## src/osd_config.svh

```systemverilog
/*
 * shared constants for the osd command controller
 * command codes are the upper six bits of a command byte
 */
`ifndef OSD_CONFIG_SVH
`define OSD_CONFIG_SVH

// --------------------
// command codes, byte[7:2]
// --------------------
`define OSD_CMD_RESET_CTRL    6'b0_000_10
`define OSD_CMD_OSD_CTRL      6'b0_010_10
`define OSD_CMD_CHIP_CFG      6'b0_000_01
`define OSD_CMD_MEMORY_CFG    6'b0_010_01
`define OSD_CMD_VIDEO_CFG     6'b0_011_01
`define OSD_CMD_MEM_WRITE     6'b0_001_11
`define OSD_CMD_VERSION       6'b1_000_10

// --------------------
// word fifo and byte counter
// --------------------
// 16 words deep
`define OSD_FIFO_DEPTH_LOG2   4
// count stops here, mem write payload runs at this count
`define OSD_DATA_CNT_MAX      3'd4

// --------------------
// rtl version, returned in this order
// --------------------
`define OSD_VER_BETA          8'h01
`define OSD_VER_MAJOR         8'h02
`define OSD_VER_MINOR         8'h05
`define OSD_VER_SEP           8'h00

// chip ram 1, slow ram 1, no fast, no hrtmon
`define OSD_MEMORY_CFG_RESET  7'b0_00_01_01

`endif

```

## src/osd_pkg.sv

```systemverilog
/*
 * types shared by the osd command controller
 * enum values come from the config header
 */
`include "osd_config.svh"

package osd_pkg;

   // one byte of the command stream
   typedef logic [7:0] osd_byte_t;

   // host bus data word
   typedef logic [15:0] osd_word_t;

   // host bus byte address, 24 bits
   typedef logic [23:0] osd_addr_t;

   // data byte count, saturates at OSD_DATA_CNT_MAX
   typedef logic [2:0] osd_cnt_t;

   // active command
   // unknown codes simply select no target
   typedef enum logic [5:0] {
      OSD_CMD_NONE       = 6'd0,
      OSD_CMD_RESET_CTRL = `OSD_CMD_RESET_CTRL,
      OSD_CMD_OSD_CTRL   = `OSD_CMD_OSD_CTRL,
      OSD_CMD_CHIP_CFG   = `OSD_CMD_CHIP_CFG,
      OSD_CMD_MEMORY_CFG = `OSD_CMD_MEMORY_CFG,
      OSD_CMD_VIDEO_CFG  = `OSD_CMD_VIDEO_CFG,
      OSD_CMD_MEM_WRITE  = `OSD_CMD_MEM_WRITE,
      OSD_CMD_VERSION    = `OSD_CMD_VERSION
   } osd_cmd_t;

   // host write fsm
   // idle: bus released, write: cs held until ack
   typedef enum logic [1:0] {
      HOST_IDLE  = 2'b00,
      HOST_WRITE = 2'b10
   } host_wr_state_t;

endpackage

```

## src/osd_cmd_decoder.sv

```systemverilog
/*
 * command latch and data byte counter
 * each byte is valid for a single clk, no back-pressure
 */
`include "osd_config.svh"

module osd_cmd_decoder (
   input  logic                clk,
   input  logic                reset,
   input  logic                byte_valid,
   input  logic                byte_is_cmd,
   input  osd_pkg::osd_byte_t  byte_data,
   output osd_pkg::osd_cmd_t   cur_cmd,
   output osd_pkg::osd_cnt_t   data_cnt,
   output logic                cmd_strobe
);

   import osd_pkg::*;

   logic cmd_byte;
   logic data_byte;

   // --------------------
   // byte classification
   // --------------------
   assign cmd_byte  = byte_valid & byte_is_cmd;
   assign data_byte = byte_valid & ~byte_is_cmd;

   // --------------------
   // command latch
   // --------------------
   // low two bits of a command byte are unused
   always_ff @(posedge clk) begin
      if (reset) begin
         cur_cmd <= OSD_CMD_NONE;
      end else if (cmd_byte) begin
         cur_cmd <= osd_cmd_t'(byte_data[7:2]);
      end
   end

   // one clk flag after every command byte
   // host writer drops an open cycle on it
   always_ff @(posedge clk) begin
      if (reset) begin
         cmd_strobe <= 1'b0;
      end else begin
         cmd_strobe <= cmd_byte;
      end
   end

   // --------------------
   // data byte counter
   // --------------------
   // counts position inside the command payload
   // holds at max, so mem write data keeps the same count
   always_ff @(posedge clk) begin
      if (reset) begin
         data_cnt <= '0;
      end else if (cmd_byte) begin
         data_cnt <= '0;
      end else if (data_byte && (data_cnt != `OSD_DATA_CNT_MAX)) begin
         data_cnt <= data_cnt + 3'd1;
      end
   end

endmodule

```

## src/osd_config_regs.sv

```systemverilog
/*
 * control and configuration registers, version read-back
 * chipset and memory config are staged and only taken while reset is high
 */
`include "osd_config.svh"

module osd_config_regs (
   input  logic                clk,
   input  logic                reset,
   input  logic                byte_valid,
   input  logic                byte_is_cmd,
   input  osd_pkg::osd_byte_t  byte_data,
   input  osd_pkg::osd_cmd_t   cur_cmd,
   input  osd_pkg::osd_cnt_t   data_cnt,
   input  osd_pkg::osd_byte_t  osd_ctrl,
   output osd_pkg::osd_byte_t  rd_data,
   output logic                usrrst,
   output logic                cpurst,
   output logic                cpuhlt,
   output logic                osd_enable,
   output logic                key_disable,
   output logic [1:0]          scanline,
   output logic [1:0]          lr_filter,
   output logic [1:0]          hr_filter,
   output logic [1:0]          dither,
   output logic [4:0]          chipset_config,
   output logic [6:0]          memory_config
);

   import osd_pkg::*;

   logic      reg_wr;
   // staged copies, power-on values so the first reset loads defaults
   logic [4:0] chip_cfg_stage = 5'd0;
   logic [6:0] mem_cfg_stage  = `OSD_MEMORY_CFG_RESET;

   // only the first payload byte of a command writes
   assign reg_wr = byte_valid & ~byte_is_cmd & (data_cnt == 3'd0);

   // --------------------
   // immediate registers
   // --------------------
   always_ff @(posedge clk) begin
      if (reset) begin
         // cpu held in reset and halted until the host releases it
         {cpuhlt, cpurst, usrrst} <= 3'b110;
         {key_disable, osd_enable} <= 2'b00;
         {dither, hr_filter, lr_filter, scanline} <= 8'h00;
      end else if (reg_wr) begin
         case (cur_cmd)
            // xxxxx h r c
            OSD_CMD_RESET_CTRL: {cpuhlt, cpurst, usrrst} <= byte_data[2:0];
            // xxxxxx k e
            OSD_CMD_OSD_CTRL:   {key_disable, osd_enable} <= byte_data[1:0];
            // dd hh ll ss
            OSD_CMD_VIDEO_CFG:
               {dither, hr_filter, lr_filter, scanline} <= byte_data;
            default: ;
         endcase
      end
   end

   // --------------------
   // staged configuration
   // --------------------
   // survives reset, written value applies on the next reset
   always_ff @(posedge clk) begin
      if (reg_wr && (cur_cmd == OSD_CMD_CHIP_CFG)) begin
         chip_cfg_stage <= byte_data[4:0];
      end
      if (reg_wr && (cur_cmd == OSD_CMD_MEMORY_CFG)) begin
         mem_cfg_stage <= byte_data[6:0];
      end
   end

   // outputs follow stage on every reset clk
   always_ff @(posedge clk) begin
      if (reset) begin
         chipset_config <= chip_cfg_stage;
         memory_config  <= mem_cfg_stage;
      end
   end

   // --------------------
   // read-back mux
   // --------------------
   always_comb begin
      rd_data = osd_ctrl;
      if (cur_cmd == OSD_CMD_VERSION) begin
         case (data_cnt)
            3'd0:    rd_data = `OSD_VER_BETA;
            3'd1:    rd_data = `OSD_VER_MAJOR;
            3'd2:    rd_data = `OSD_VER_MINOR;
            default: rd_data = `OSD_VER_SEP;
         endcase
      end
   end

endmodule

```

## src/osd_word_fifo.sv

```systemverilog
/*
 * pairs memory write bytes into words and queues them
 * a push into a full queue is dropped, the sender watches fifo_full
 */
`include "osd_config.svh"

module osd_word_fifo (
   input  logic                clk,
   input  logic                reset,
   input  logic                byte_valid,
   input  logic                byte_is_cmd,
   input  osd_pkg::osd_byte_t  byte_data,
   input  osd_pkg::osd_cmd_t   cur_cmd,
   input  osd_pkg::osd_cnt_t   data_cnt,
   input  logic                fifo_pop,
   output osd_pkg::osd_word_t  fifo_word,
   output logic                fifo_empty,
   output logic                fifo_full
);

   import osd_pkg::*;

   localparam int AW = `OSD_FIFO_DEPTH_LOG2;

   osd_word_t   mem [2**AW];
   logic [AW:0] wr_ptr;
   logic [AW:0] rd_ptr;
   osd_byte_t   hi_byte;
   logic        phase;
   logic        mem_byte;
   logic        push;

   // --------------------
   // byte pairing
   // --------------------
   // payload starts after three address bytes and the page byte
   assign mem_byte = byte_valid & ~byte_is_cmd & (cur_cmd == OSD_CMD_MEM_WRITE)
                     & (data_cnt == `OSD_DATA_CNT_MAX);
   assign push     = mem_byte & phase & ~fifo_full;

   always_ff @(posedge clk) begin
      if (reset || (byte_valid && byte_is_cmd)) begin
         phase <= 1'b0;
      end else if (mem_byte) begin
         phase <= ~phase;
      end
   end

   // first byte of a pair, high half of the word
   always_ff @(posedge clk) begin
      if (mem_byte && !phase) begin
         hi_byte <= byte_data;
      end
   end

   // --------------------
   // circular buffer
   // --------------------
   always_ff @(posedge clk) begin
      if (push) begin
         mem[wr_ptr[AW-1:0]] <= {hi_byte, byte_data};
      end
   end

   always_ff @(posedge clk) begin
      if (reset) begin
         wr_ptr <= '0;
         rd_ptr <= '0;
      end else begin
         if (push) begin
            wr_ptr <= wr_ptr + 1'b1;
         end
         if (fifo_pop && !fifo_empty) begin
            rd_ptr <= rd_ptr + 1'b1;
         end
      end
   end

   // extra pointer bit tells full from empty
   assign fifo_empty = (wr_ptr == rd_ptr);
   assign fifo_full  = (wr_ptr[AW] != rd_ptr[AW]) && (wr_ptr[AW-1:0] == rd_ptr[AW-1:0]);
   // head word, show-ahead
   assign fifo_word  = mem[rd_ptr[AW-1:0]];

endmodule

```

## src/osd_host_writer.sv

```systemverilog
/*
 * host bus write fsm with address counter
 * one 16-bit word per cs cycle, cs held until ack
 * the page byte of a memory write is not part of the address
 */
module osd_host_writer (
   input  logic                clk,
   input  logic                reset,
   input  logic                byte_valid,
   input  logic                byte_is_cmd,
   input  osd_pkg::osd_byte_t  byte_data,
   input  osd_pkg::osd_cmd_t   cur_cmd,
   input  osd_pkg::osd_cnt_t   data_cnt,
   input  logic                cmd_strobe,
   input  logic                fifo_empty,
   input  osd_pkg::osd_word_t  fifo_word,
   input  logic                host_ack,
   output logic                fifo_pop,
   output logic                host_cs,
   output logic                host_we,
   output logic [1:0]          host_bs,
   output osd_pkg::osd_addr_t  host_adr,
   output osd_pkg::osd_word_t  host_wdat
);

   import osd_pkg::*;

   host_wr_state_t state;
   logic           adr_byte;

   // --------------------
   // write fsm
   // --------------------
   always_ff @(posedge clk) begin
      if (reset) begin
         state    <= HOST_IDLE;
         host_cs  <= 1'b0;
         host_we  <= 1'b0;
         host_bs  <= 2'b00;
         fifo_pop <= 1'b0;
      end else begin
         fifo_pop <= 1'b0;
         if (cmd_strobe) begin
            // abort, word stays queued and is written again later
            state   <= HOST_IDLE;
            host_cs <= 1'b0;
            host_we <= 1'b0;
            host_bs <= 2'b00;
         end else begin
            case (state)
               HOST_IDLE: begin
                  // empty flag is stale on the pop clk
                  if (!fifo_empty && !fifo_pop) begin
                     state   <= HOST_WRITE;
                     host_cs <= 1'b1;
                     host_we <= 1'b1;
                     host_bs <= 2'b11;
                  end
               end
               HOST_WRITE: begin
                  if (host_ack) begin
                     state    <= HOST_IDLE;
                     host_cs  <= 1'b0;
                     host_we  <= 1'b0;
                     host_bs  <= 2'b00;
                     fifo_pop <= 1'b1;
                  end
               end
               default: state <= HOST_IDLE;
            endcase
         end
      end
   end

   // --------------------
   // address counter
   // --------------------
   // payload bytes 0..2 of a memory write, low byte first
   assign adr_byte = byte_valid & ~byte_is_cmd & (cur_cmd == OSD_CMD_MEM_WRITE);

   always_ff @(posedge clk) begin
      if (adr_byte && (data_cnt == 3'd0)) begin
         host_adr[7:0] <= byte_data;
      end else if (adr_byte && (data_cnt == 3'd1)) begin
         host_adr[15:8] <= byte_data;
      end else if (adr_byte && (data_cnt == 3'd2)) begin
         host_adr[23:16] <= byte_data;
      end else if (fifo_pop) begin
         // next word, byte address
         host_adr <= host_adr + 24'd2;
      end
   end

   // head of queue, stable until the pop after ack
   assign host_wdat = fifo_word;

endmodule

```

## src/osd_ctrl_top.sv

```systemverilog
/*
 * osd command controller, byte stream in, config and host bus out
 * memory reads are not supported
 */
module osd_ctrl_top (
   input  logic                clk,
   input  logic                reset,
   // byte stream
   input  logic                byte_valid,
   input  logic                byte_is_cmd,
   input  osd_pkg::osd_byte_t  byte_data,
   // keyboard osd keycode and read-back
   input  osd_pkg::osd_byte_t  osd_ctrl,
   output osd_pkg::osd_byte_t  rd_data,
   // configuration
   output logic                usrrst,
   output logic                cpurst,
   output logic                cpuhlt,
   output logic                osd_enable,
   output logic                key_disable,
   output logic [1:0]          scanline,
   output logic [1:0]          lr_filter,
   output logic [1:0]          hr_filter,
   output logic [1:0]          dither,
   output logic [4:0]          chipset_config,
   output logic [6:0]          memory_config,
   output logic                fifo_full,
   // host bus
   output logic                host_cs,
   output logic                host_we,
   output logic [1:0]          host_bs,
   output osd_pkg::osd_addr_t  host_adr,
   output osd_pkg::osd_word_t  host_wdat,
   input  logic                host_ack
);

   import osd_pkg::*;

   osd_cmd_t  cur_cmd;
   osd_cnt_t  data_cnt;
   logic      cmd_strobe;
   logic      fifo_empty;
   logic      fifo_pop;
   osd_word_t fifo_word;

   // --------------------
   // command and count
   // --------------------
   osd_cmd_decoder u_dec (
      .clk, .reset, .byte_valid, .byte_is_cmd, .byte_data,
      .cur_cmd, .data_cnt, .cmd_strobe
   );

   osd_config_regs u_regs (
      .clk, .reset, .byte_valid, .byte_is_cmd, .byte_data,
      .cur_cmd, .data_cnt, .osd_ctrl, .rd_data,
      .usrrst, .cpurst, .cpuhlt, .osd_enable, .key_disable,
      .scanline, .lr_filter, .hr_filter, .dither,
      .chipset_config, .memory_config
   );

   // --------------------
   // memory write path
   // --------------------
   osd_word_fifo u_fifo (
      .clk, .reset, .byte_valid, .byte_is_cmd, .byte_data,
      .cur_cmd, .data_cnt, .fifo_pop,
      .fifo_word, .fifo_empty, .fifo_full
   );

   osd_host_writer u_host (
      .clk, .reset, .byte_valid, .byte_is_cmd, .byte_data,
      .cur_cmd, .data_cnt, .cmd_strobe, .fifo_empty, .fifo_word, .host_ack,
      .fifo_pop, .host_cs, .host_we, .host_bs, .host_adr, .host_wdat
   );

endmodule

```

## config.mk

```make
export PLATFORM = sky130hd
export DESIGN_NAME = osd_ctrl_top
export DESIGN_NICKNAME = d
export VERILOG_FILES = /design/src/osd_pkg.sv /design/src/osd_cmd_decoder.sv /design/src/osd_config_regs.sv /design/src/osd_word_fifo.sv /design/src/osd_host_writer.sv /design/src/osd_ctrl_top.sv
export VERILOG_INCLUDE_DIRS = /design/src
export SDC_FILE = /design/constraint.sdc
export NUM_CORES = 1
export LEC_CHECK = 0
export BUFFER_PORTS_ARGS = -buffer_cell sky130_fd_sc_hd__buf_4
export CORE_ASPECT_RATIO = 1.75
export CORE_UTILIZATION = 40
export DETAILED_ROUTE_END_ITERATION = 7
export HOLD_SLACK_MARGIN = 0.12
export SLEW_MARGIN = 20
export SYNTH_ARGS = -nofsm -noshare
export SYNTH_HDL_FRONTEND = slang
export SYNTH_HIERARCHICAL = 1
export SYNTH_SLANG_ARGS = --single-unit
```

## constraint.sdc

```tcl
create_clock -name clk -period 6.21 [get_ports clk]
set_clock_uncertainty 0.2 [all_clocks]
set_input_delay 1.242 -clock clk [delete_from_list [all_inputs] [get_ports clk]]
set_output_delay 1.242 -clock clk [all_outputs]
set_load 0.01 [all_outputs]
```

# [Word-level counts from Yosys, hierarchy flattened]
# Memory sizes are Yosys's and may differ from the RTL's. A register that Yosys moved wholly into a read port is not among the register bits.
# Cells that the tools add are included.
[word_totals] n_memories=1 rom_bits=0 register_bits=96 word_cells=118 ramBits=256 latch_bits=0
[mem_list] name="u_fifo.mem" depth=16 word_bits=16 read_ports=1 rd_ports_with_merged_regs=1 wr=1 line_no="osd_word_fifo.sv:25" source="osd_word_t mem [2**AW];"
[op_classes] order_cmp=0 add_sub_neg=4 muxes=21 shift=0 n_eq_ne=20 bitwise_logic=13 n_reduce_logical=32 n_div=0 mul=0
[op_table] cell="8-bit two-way mux" count=5
[op_table] cell="24-bit by 2-bit adder with 24-bit output, second input constant" count=1
[op_table] cell="24-bit two-way mux" count=1
[op_table] cell="6-bit by 4-bit equality test with 1-bit output, second input constant" count=3
[op_table] cell="16-bit two-way mux" count=1
[op_table] cell="3-bit AND reduction" count=4
[op_table] cell="1-bit logical AND" count=11
[op_table] cell="5-bit by 1-bit adder with 5-bit output, second input constant" count=2
[op_table] cell="3-bit case mux with 3 select lines" count=1
[op_table] cell="4-bit two-way mux" count=2
[op_table] cell="2-bit by 1-bit != test with 1-bit output, second input constant" count=4
[op_table] cell="2-bit case mux with 2 select lines" count=2
[op_table] cell="2-bit AND reduction" count=4
[op_table] cell="2-bit nonzero test" count=4
[op_table] cell="1-bit bitwise AND" count=7
[op_table] cell="6-bit by 1-bit equality test with 1-bit output, second input constant" count=1
[op_table] cell="6-bit by 2-bit equality test with 1-bit output, second input constant" count=1
[op_table] cell="6-bit by 3-bit equality test with 1-bit output, second input constant" count=1
[op_table] cell="6-bit equality test, second input constant" count=1
[op_table] cell="2-bit two-way mux" count=3
[op_table] cell="1-bit inverter" count=6
[op_table] cell="5-bit equality test" count=1
[op_table] cell="1-bit two-way mux" count=5
[op_table] cell="4-bit equality test" count=1
[op_table] cell="15 further kinds" count=18

# [Logic depth before layout (Yosys ltp)]
# Gate-level depths: netlist of run 1.
[depth] ltp_word=8 mapped_depth=7 depth_no_buf=6

# [Hierarchy]
# The synthesis of run 1 kept the hierarchy.
[by_module_without_submodules] module="osd_word_fifo" instances=1 cells_each=479 area_per_inst_um2=10832.9
[by_module_without_submodules] module="osd_host_writer" instances=1 cells_each=175 area_per_inst_um2=1670.4
[by_module_without_submodules] module="osd_config_regs" instances=1 cells_each=104 area_per_inst_um2=1463.9
[by_module_without_submodules] module="osd_cmd_decoder" instances=1 cells_each=49 area_per_inst_um2=431.7

# [Worst setup path before layout of run 1]
# No wires, ideal clock.
[synth_timing] path_kind="input to register" start="input byte_is_cmd" end="memory u_fifo/mem[0][0] (netlist name) (enable)" t_required_ns=5.601 path_buffers=0 cell_stages=4 setup_slack_ns=2.489 arrival_ns=3.111 setup_time_ns=0.409 cell_sequence="nand4bb_1 > nor3_1 > o2111ai_1 > nor3_1"
[synth_between] elab_chain_len=8
[synth_rtl] item="start: declaration" line_no="osd_ctrl_top.sv:10" source="input logic byte_is_cmd,"
[synth_rtl] item="1-bit inverter" line_no="osd_word_fifo.sv:37" source="assign mem_byte = byte_valid & ~byte_is_cmd & (cur_cmd == OSD_CMD_MEM_WRITE)"
[synth_rtl] item="1-bit bitwise AND (3 in a row)" line_no="osd_word_fifo.sv:37"
[synth_rtl] item="1-bit bitwise AND (2 in a row)" line_no="osd_word_fifo.sv:39" source="assign push = mem_byte & phase & ~fifo_full;"
[synth_rtl] item="1-bit two-way mux" line_no="osd_word_fifo.sv:60" source="if (push) begin"
[synth_rtl] item="1-bit two-way mux (implied by the code)" line_no="osd_word_fifo.sv:61" source="mem[wr_ptr[AW-1:0]] <= {hi_byte, byte_data};"
[synth_rtl] item="end: declaration" line_no="osd_word_fifo.sv:25"
# No other way between the ends.

==> impl_metrics.tcl, run 1 <==
set metrics [dict create \
    grt_first_pass_wirelength_microns 47900 \
    post_cts_resize_count 0 \
    placement.io_buffers 98 \
    grt_start_max_net_pins 69 \
    place_area_sq_um 15600 \
    grt_overflow 0 \
    worstSetupStartpointType "flip-flop" \
    initial_core_util_pct 40.8 \
    final-instance-count-excl-fill 1386 \
    drt_drc_violations_left 0 \
    hold_slack_ns 0.211 \
    peakVddDrop_uv 211 \
    final_core_utilization_pct 46.9 \
    cts-root-buf "clkbuf_16" \
    maxSlewViolCount 0 \
    area_growth_pct 14.9 \
    layout_setup_ws_ns 1.63 \
    detail-route-antenna-nets 0 \
    share_of_post_route_cells_with_drive_strength_above_1_pct 30.2 \
    total_power_mw 4.47 \
    cts-root-to-sink-buffers 3 \
    synth_edf_count 312 \
    post_synth_inst_count 807 \
    synth.yosys.warnings 6 \
    clk-insertion-delay-late_ns 0.56 \
    worst_ep_arrival_time_ns 3.14 \
    path_class "flip-flop to output port" \
    achievable-frequency_mhz 218 \
    yosysSeqAreaShare_pct 70.6 \
    htree_num_levels 1 \
    global_route.usage.total_pct 17.7 \
    finalHoldViolCount 0 \
    synth_ff_type "edfxtp_1" \
    final-setup-viol-count 0 \
    total_leakage_power_nw 5.22 \
    worst_setup_hold_path_clk_slew_ns 0.07 \
    powerDensity_nw_per_um2 270 \
    cts_tree "built" \
    final_cell_mix "edfxtp_1, buf_4, mux4_2" \
    tightest_slew_ns 1.18 \
    yosys_register_bits 352 \
    required_time_of_the_critical_path_ns 4.77 \
    die_height_microns 253 \
    accumulated_negative_setup_slack_ns 0 \
    ratio_of_routed_vias_to_standard_cells 5.34 \
    number_of_diodes 0 \
    crit_path_largest_cell_delay_ns 0.93 \
    synthArstFlopShare_pct 0 \
    period_share_pct 73.8 \
    most_common_library_cell_in_the_layout_ignoring_fill_and_taps "edfxtp_1" \
    post_cts_buffers 0 \
    hp-class "flip-flop to flip-flop" \
    cell_chain_of_the_critical_path "buf_4 -> mux4_2 -> mux4_2 -> buf_4" \
    maxCapViolCount 0 \
    num_io_pins 99 \
    antenna_found_initial 0 \
    avg_wl_per_cell_microns 23.0 \
    drtPass1Iterations 4 \
    drt-initial-drc-count 518 \
    unrepaired_setup_endpoints_after_global_routing "false" \
    n_fill_cell 3092 \
    x_dimension_of_the_die_microns 145 \
    via_count_of_the_first_global_routing_pass 7736 \
    core_region_area_sq_um 35300 \
    critical_path.endpoint_type "output port" \
    placed_cells 1332 \
    synthesis.nets 836 \
    final_nets 928 \
    detailroute.via_count 7395 \
    post_cts_hold_buffer_count 0 \
    post-route-cell-area_sq_um 16500 \
    netlist_cell_types 54 \
    run_status "completed" \
    crit_slowest_cell "dfxtp_4" \
    avgSynthCellArea_sq_um 17.8 \
    placement.setup.worst_slack_ns 2.13 \
    place_hpwl_microns 20400 \
    cp_max_fo 43 \
    post_synthesis_instance_area_sq_um 14400 \
    totalWireLength_microns 31900 \
    numCtsBuffers 30 \
    placementRows 91 \
    min_period_ns 4.58 \
    finalWeightedCongestion 0.761 \
    cts.sinks 352 \
    relative_slew_margins_pct 21.0 \
    die_area_sq_um 36800 \
]
[worst paths after layout]
check                          from                end  slack, ns  cells after the start
setup / recovery          flip-flop       host_wdat[0]       1.63                      4
hold / removal     u_dec/cmd_strobe  u_host/host_bs[0]       0.21                      1
hold reg to reg    u_dec/cmd_strobe  u_host/host_bs[0]       0.21                      1
setup reg to reg  u_dec/data_cnt[1]   u_fifo/mem[3][4]       2.99                      5
[sequential cells by signal, indices dropped and copies added (netlist names), 2 cells and up, named ones only]
name and cells:
u_regs/memory_config 7, u_regs/hr_filter 2, u_fifo/hi_byte 8, u_dec/cur_cmd 6, u_host/host_adr 24, u_regs/lr_filter 2
u_dec/data_cnt 3, u_regs/dither 2, u_fifo/rd_ptr 5, u_regs/chipset_config 5, u_fifo/wr_ptr 5, u_regs/scanline 2
u_fifo/mem 256, u_regs/chip_cfg_stage 5, u_regs/mem_cfg_stage 7
[power by group]
group | internal (mW) | switching [mW]
clock network | 0.992 | 0.835
logic | 0.0275 | 0.0485
registers | 2.56 | 0.00769
total | 3.58 | 0.891
[cell usage after synthesis (3+ instances only)]
master | number | area [sq um]
buf_2 | 13 | 65.1
nor2_1 | 53 | 199
buf_4 | 20 | 150
nand2b_1 | 25 | 156
and2_1 | 6 | 37.5
a21oi_1 | 19 | 95.1
a21o_1 | 3 | 22.5
nand2_1 | 31 | 116
edfxtp_1 | 312 | 9370
mux4_2 | 80 | 1800
nand4_1 | 11 | 68.8
nand3_1 | 21 | 105
nor2b_1 | 10 | 62.6
clkbuf_1 | 14 | 52.6
o2111ai_1 | 3 | 26.3
mux2i_1 | 16 | 160
nor4_1 | 4 | 25.0
xnor2_1 | 17 | 149
dfxtp_1 | 40 | 801
o21ai_0 | 14 | 70.1
inv_1 | 11 | 41.3
xor2_1 | 11 | 96.3
buf_6 | 4 | 45.0
mux2_2 | 10 | 113
ha_1 | 8 | 100
nor3_1 | 10 | 50.1
a211oi_1 | 4 | 30.0
[routing by layer]
metal  wire length [microns]  GRT usage (%)
met2                   18300           35.2
met3                    1200           2.02
met1                   11700           19.1
met5                       0              0
met4                     735           5.74
[critical path, delay by kind of cell, from the launching register on]
kind                   cells  cell delay [ns]
flip-flops                 1             0.93
buffers and inverters      2             0.57
multiplexers               2             1.03
[logic make-up (layout without fill, tap and decap cells)]
group                      Yosys count  in the layout  synth area share, %
DFF                                352            352                 70.6
and+or+nand+nor                    194            194                 7.49
muxes                              108            108                 14.6
buffers and inverters               65            179                 2.55
AOI/OAI and AO/OA                   52             52                 2.37
xor gates and xnor gates            28             28                 1.70
adders and majority gates            8              8                0.695
[area by class of cell]
class,instances,area [sq um],area share [%]
Clock buffer,32,779,4.71
Clock inverter,22,174,1.05
Inverter,11,41.3,0.250
Multi-Input combinational cell,390,3930,23.8
Sequential cell,352,10200,61.5
Tap cell,465,582,3.52
Timing Repair Buffer,114,856,5.17
Note: power is estimated with default switching activity, not from simulation.
==> run 2, diff against run 1 <==
==> constraint.sdc (replaced) <==
create_clock -name clk -period 4.8 [get_ports clk]
set_clock_uncertainty 0.2 [all_clocks]
set_input_delay 0.96 -clock clk [delete_from_list [all_inputs] [get_ports clk]]
set_output_delay 0.96 -clock clk [all_outputs]
set_load 0.01 [all_outputs]
==> impl_metrics.tcl, run 2 (same netlist as run 1, synthesis figures left out) <==
set metrics [dict create \
    post_cts_buffers 0 \
    critical_path.endpoint_type "output port" \
    most_common_library_cell_in_the_layout_ignoring_fill_and_taps "edfxtp_1" \
    crit_slowest_cell "dfxtp_4" \
    grt_first_pass_wirelength_microns 48500 \
    hold_slack_ns 0.221 \
    finalWeightedCongestion 0.758 \
    timing.critical_path.max_delay_family "multiplexers" \
    period_share_pct 83.5 \
    peakVddDrop_uv 389 \
    initial_core_util_pct 40.8 \
    antenna_found_initial 0 \
    achievable-frequency_mhz 250 \
    cts_tree "built" \
    worst_setup_hold_path_clk_slew_ns 0.07 \
    placementRows 91 \
    die_area_sq_um 36800 \
    cts-root-buf "clkbuf_16" \
    largest_register_ff_count 256 \
    core_region_area_sq_um 35300 \
    drt-initial-drc-count 363 \
    run_status "completed" \
    x_dimension_of_the_die_microns 145 \
    number_of_diodes 0 \
    drt_drc_violations_left 0 \
    critical_path.most_common_cell "mux4_2" \
    final_nets 931 \
    area_growth_pct 15.6 \
    required_time_of_the_critical_path_ns 3.64 \
    final-setup-viol-count 0 \
    worstSetupStartpointType "flip-flop" \
    numCtsBuffers 30 \
    maxCapViolCount 0 \
    cp_max_fo 31 \
    min_period_ns 4.01 \
    total_power_mw 5.85 \
    grt_overflow 0 \
    timing.rr.start "u_dec/data_cnt[1]" \
    placement.io_buffers 98 \
    detailroute.via_count 7402 \
    avg_wl_per_cell_microns 23.4 \
    num_io_pins 99 \
    min_from "u_regs/mem_cfg_stage[6]" \
    maxSlewViolCount 0 \
    powerDensity_nw_per_um2 351 \
    cts-root-to-sink-buffers 3 \
    clk-insertion-delay-late_ns 0.56 \
    via_count_of_the_first_global_routing_pass 7799 \
    die_height_microns 253 \
    totalWireLength_microns 32500 \
    place_hpwl_microns 20800 \
    path_class "flip-flop to output port" \
    finalHoldViolCount 0 \
    global_route.usage.total_pct 18.0 \
    tightest_slew_ns 1.08 \
    ratio_of_routed_vias_to_standard_cells 5.32 \
    post_cts_resize_count 0 \
    crit_path_largest_cell_delay_ns 0.68 \
    final_cell_mix "edfxtp_1, buf_4, mux4_2" \
    unrepaired_setup_endpoints_after_global_routing "false" \
    hp-class "flip-flop to flip-flop" \
    total_leakage_power_nw 5.27 \
    htree_num_levels 1 \
    cts.sinks 352 \
    detail-route-antenna-nets 0 \
    worst_ep_arrival_time_ns 2.85 \
    cp.buffers_inverters 2 \
    grt_start_max_net_pins 69 \
    share_of_post_route_cells_with_drive_strength_above_1_pct 30.6 \
    relative_slew_margins_pct 28.2 \
    post_cts_hold_buffer_count 0 \
    accumulated_negative_setup_slack_ns 0 \
    cell_chain_of_the_critical_path "buf_12 -> mux4_2 -> mux4_2 -> buf_4" \
    drtPass1Iterations 5 \
]
==> run 2: per-layer routing <==
layer / vias to the layer above / global-route usage [%] / wire length (microns)
li1: 3343 / - / -
met1: 3833 / 19.3 / 11700
met2: 178 / 35.5 / 18600
met3: 48 / 2.27 / 1350
met4: 0 / 6.68 / 906
met5: - / 0 / 0
==> run 2: cell type report <==
class                      count  area (sq um)
inverter                      11          41.3
timing repair buffer         117           941
clock buffer                  37           798
clock inverter                19           186
sequential                   352         10200
multi-input combinational    390          3920
tap                          465           582
fill                        3070         18700
==> run 2: power breakdown <==
| group | internal, mW | switching, mW |
|---|---|---|
| Clock | 1.35 | 1.08 |
| Sequential | 3.31 | 0.0104 |
| Combinational | 0.0356 | 0.0640 |
==> run 2: final timing paths <==
kind / endpoint / slack [ns] / cells past startpoint
setup / recovery: host_wdat[0] / 0.79 / 4
hold / removal: u_regs/memory_config[6] / 0.22 / 0
setup reg to reg: u_fifo/mem[13][13] / 1.57 / 5
hold reg to reg: u_regs/memory_config[6] / 0.22 / 0
==> run 2: worst reg2reg max path: cells and delay by family, from the launching register on <==
kind	cells	cell delay, ns
DFF	1	0.47
and+or+nand+nor	3	1.53
AOI/OAI and AO/OA	1	0.37
buffers and inverters	1	0.35
==> run 2: stage by stage <==
step	area (sq um)	utilization, %	worst slack (ns)	std cells
global placement	15700	44.3	1.19	1335
detailed placement	15700	44.3	1.19	1335
CTS	16600	47.1	0.685	1391
global route	16600	47.1	0.639	1391
floorplan	14400	-	1.36	807
finish	16600	47.1	0.793	1391
==> run 3, diff against run 2 <==
==> constraint.sdc (replaced) <==
create_clock -name clk -period 3.7 [get_ports clk]
set_clock_uncertainty 0.2 [all_clocks]
set_input_delay 0.74 -clock clk [delete_from_list [all_inputs] [get_ports clk]]
set_output_delay 0.74 -clock clk [all_outputs]
set_load 0.01 [all_outputs]
==> impl_metrics.tcl, run 3 (same netlist as run 1, synthesis figures left out) <==
set metrics [dict create \
    place_hpwl_microns 20800 \
    route.top_layer_used "met4" \
    worstHoldEndpoint "u_regs/memory_config[5]" \
    path_class "flip-flop to output port" \
    worst-r2r-cell-count 5 \
    maxSlewViolCount 0 \
    rr_endpoint "u_fifo/mem[2][5]" \
    powerDensity_nw_per_um2 450 \
    grt_overflow 0 \
    seq_area_sq_um 10200 \
    run_status "completed" \
    drt_drc_violations_left 0 \
    core_region_area_sq_um 35300 \
    grt_first_pass_wirelength_microns 47700 \
    detailroute.via_count 7391 \
    accumulated_negative_setup_slack_ns 0 \
    placement.io_buffers 98 \
    timing.rr.start "u_dec/data_cnt[0]" \
    die_height_microns 253 \
    final_core_utilization_pct 47.3 \
    min_delay_path_depth 0 \
    worst_setup_hold_path_clk_slew_ns 0.07 \
    cts_tree "built" \
    worst_ep_arrival_time_ns 2.61 \
    worstSetupStartpointType "flip-flop" \
    cp_max_fo 30 \
    final_nets 946 \
    area_growth_pct 16.0 \
    placed_cells 1351 \
    post_cts_resize_count 0 \
    peakVddDrop_uv 367 \
    numCtsBuffers 29 \
    finalHoldViolCount 0 \
    most_common_library_cell_in_the_layout_ignoring_fill_and_taps "edfxtp_1" \
    hold_slack_ns 0.221 \
    total_leakage_power_nw 5.33 \
    critical_path.endpoint_type "output port" \
    num_io_pins 99 \
    post_cts_buffers 0 \
    met1_length_microns 11600 \
    detail-route-antenna-nets 0 \
    via_count_of_the_first_global_routing_pass 7762 \
    final_cell_mix "edfxtp_1, buf_4, mux4_2" \
    die_area_sq_um 36800 \
    clk-insertion-delay-late_ns 0.58 \
    met2_layer_wire_length_in_the_routed_design_microns 18200 \
    drtPass1Iterations 5 \
    maxCapViolCount 0 \
    final-setup-viol-count 0 \
    period_share_pct 96.0 \
    relative_slew_margins_pct 48.6 \
    totalWireLength_microns 32100 \
    combined_area_of_the_multi_input_logic_cells_sq_um 3910 \
    cts-root-to-sink-buffers 3 \
    ratio_of_routed_vias_to_standard_cells 5.26 \
    min_period_ns 3.55 \
    drt-initial-drc-count 492 \
    min_from "u_regs/mem_cfg_stage[5]" \
    number_of_diodes 0 \
    x_dimension_of_the_die_microns 145 \
    grt_start_max_net_pins 69 \
    cts-root-buf "clkbuf_16" \
    share_of_post_route_cells_with_drive_strength_above_1_pct 31.6 \
    antenna_found_initial 0 \
    avg_wl_per_cell_microns 22.9 \
    global_route.usage.total_pct 17.7 \
    route.met3.wl_microns 1150 \
    tightest_slew_ns 0.769 \
    largest_register_ff_count 256 \
    achievable-frequency_mhz 282 \
    htree_num_levels 1 \
    placementRows 91 \
    finalWeightedCongestion 0.750 \
    cts.sinks 352 \
    n_fill_cell 3064 \
    post_cts_hold_buffer_count 0 \
    initial_core_util_pct 40.8 \
    required_time_of_the_critical_path_ns 2.76 \
    final-instance-count-excl-fill 1404 \
    unrepaired_setup_endpoints_after_global_routing "false" \
    hp-class "flip-flop to flip-flop" \
    register_to_register_path_setup_slack_ns 0.87 \
]
run 3: cell types whose count changed in the layout (fill, tap and decap cells not counted), moves of 2 or more:
cell        previous run  this run
clkinvlp_4             2         4
clkbuf_16             31        29
clkinv_1               6         8
clkbuf_1               6         2
buf_4                112       129
run 3: metrics by stage:
stage | setup slack [ns] | cell area [sq um] | power (mW)
after floorplan | 0.481 | 14400 | 4.44
after CTS | 0.0929 | 16700 | 7.59
after global placement | 0.655 | 15800 | 4.52
after detailed placement | 0.605 | 15800 | 4.53
final | 0.150 | 16700 | 7.52
after global routing | 0.0557 | 16700 | 7.72
run 3: worst max path at each step:
stage / endpoint / slack (ns) / cells after the start
after floorplan: u_fifo/mem[0][0] / 0.48 / 4
after global placement: u_fifo/mem[2][4] / 0.65 / 6
after detailed placement: u_fifo/mem[2][4] / 0.60 / 6
after CTS: host_wdat[9] / 0.09 / 4
after global routing: host_wdat[9] / 0.06 / 4
final: host_wdat[9] / 0.15 / 4
run 3: area by class of cell:
cell class	instances	share of cell area, %
Sequential cell	352	60.9
Inverter	11	0.247
Clock buffer	31	4.39
Tap cell	465	3.48
Timing Repair Buffer	133	6.28
Clock inverter	22	1.26
Multi-Input combinational cell	390	23.4
run 3: per-layer routing:
layer | up-vias | GRT usage (%)
li1 | 3363 | -
met1 | 3809 | 18.6
met2 | 166 | 35.0
met3 | 53 | 2.04
met4 | 0 | 7.46
met5 | - | 0
run 3: power breakdown:
group | switching (mW) | internal (mW) | total, mW
logic | 0.0840 | 0.0465 | 0.130
clock network | 1.43 | 1.66 | 3.09
registers | 0.0122 | 4.29 | 4.30
run 3: worst max-delay path, cell delays in order (launching register included):
cell and delay [ns]:
dfxtp_4 0.50, buf_12 0.29, mux4_2 0.56, mux4_2 0.49, buf_4 0.16
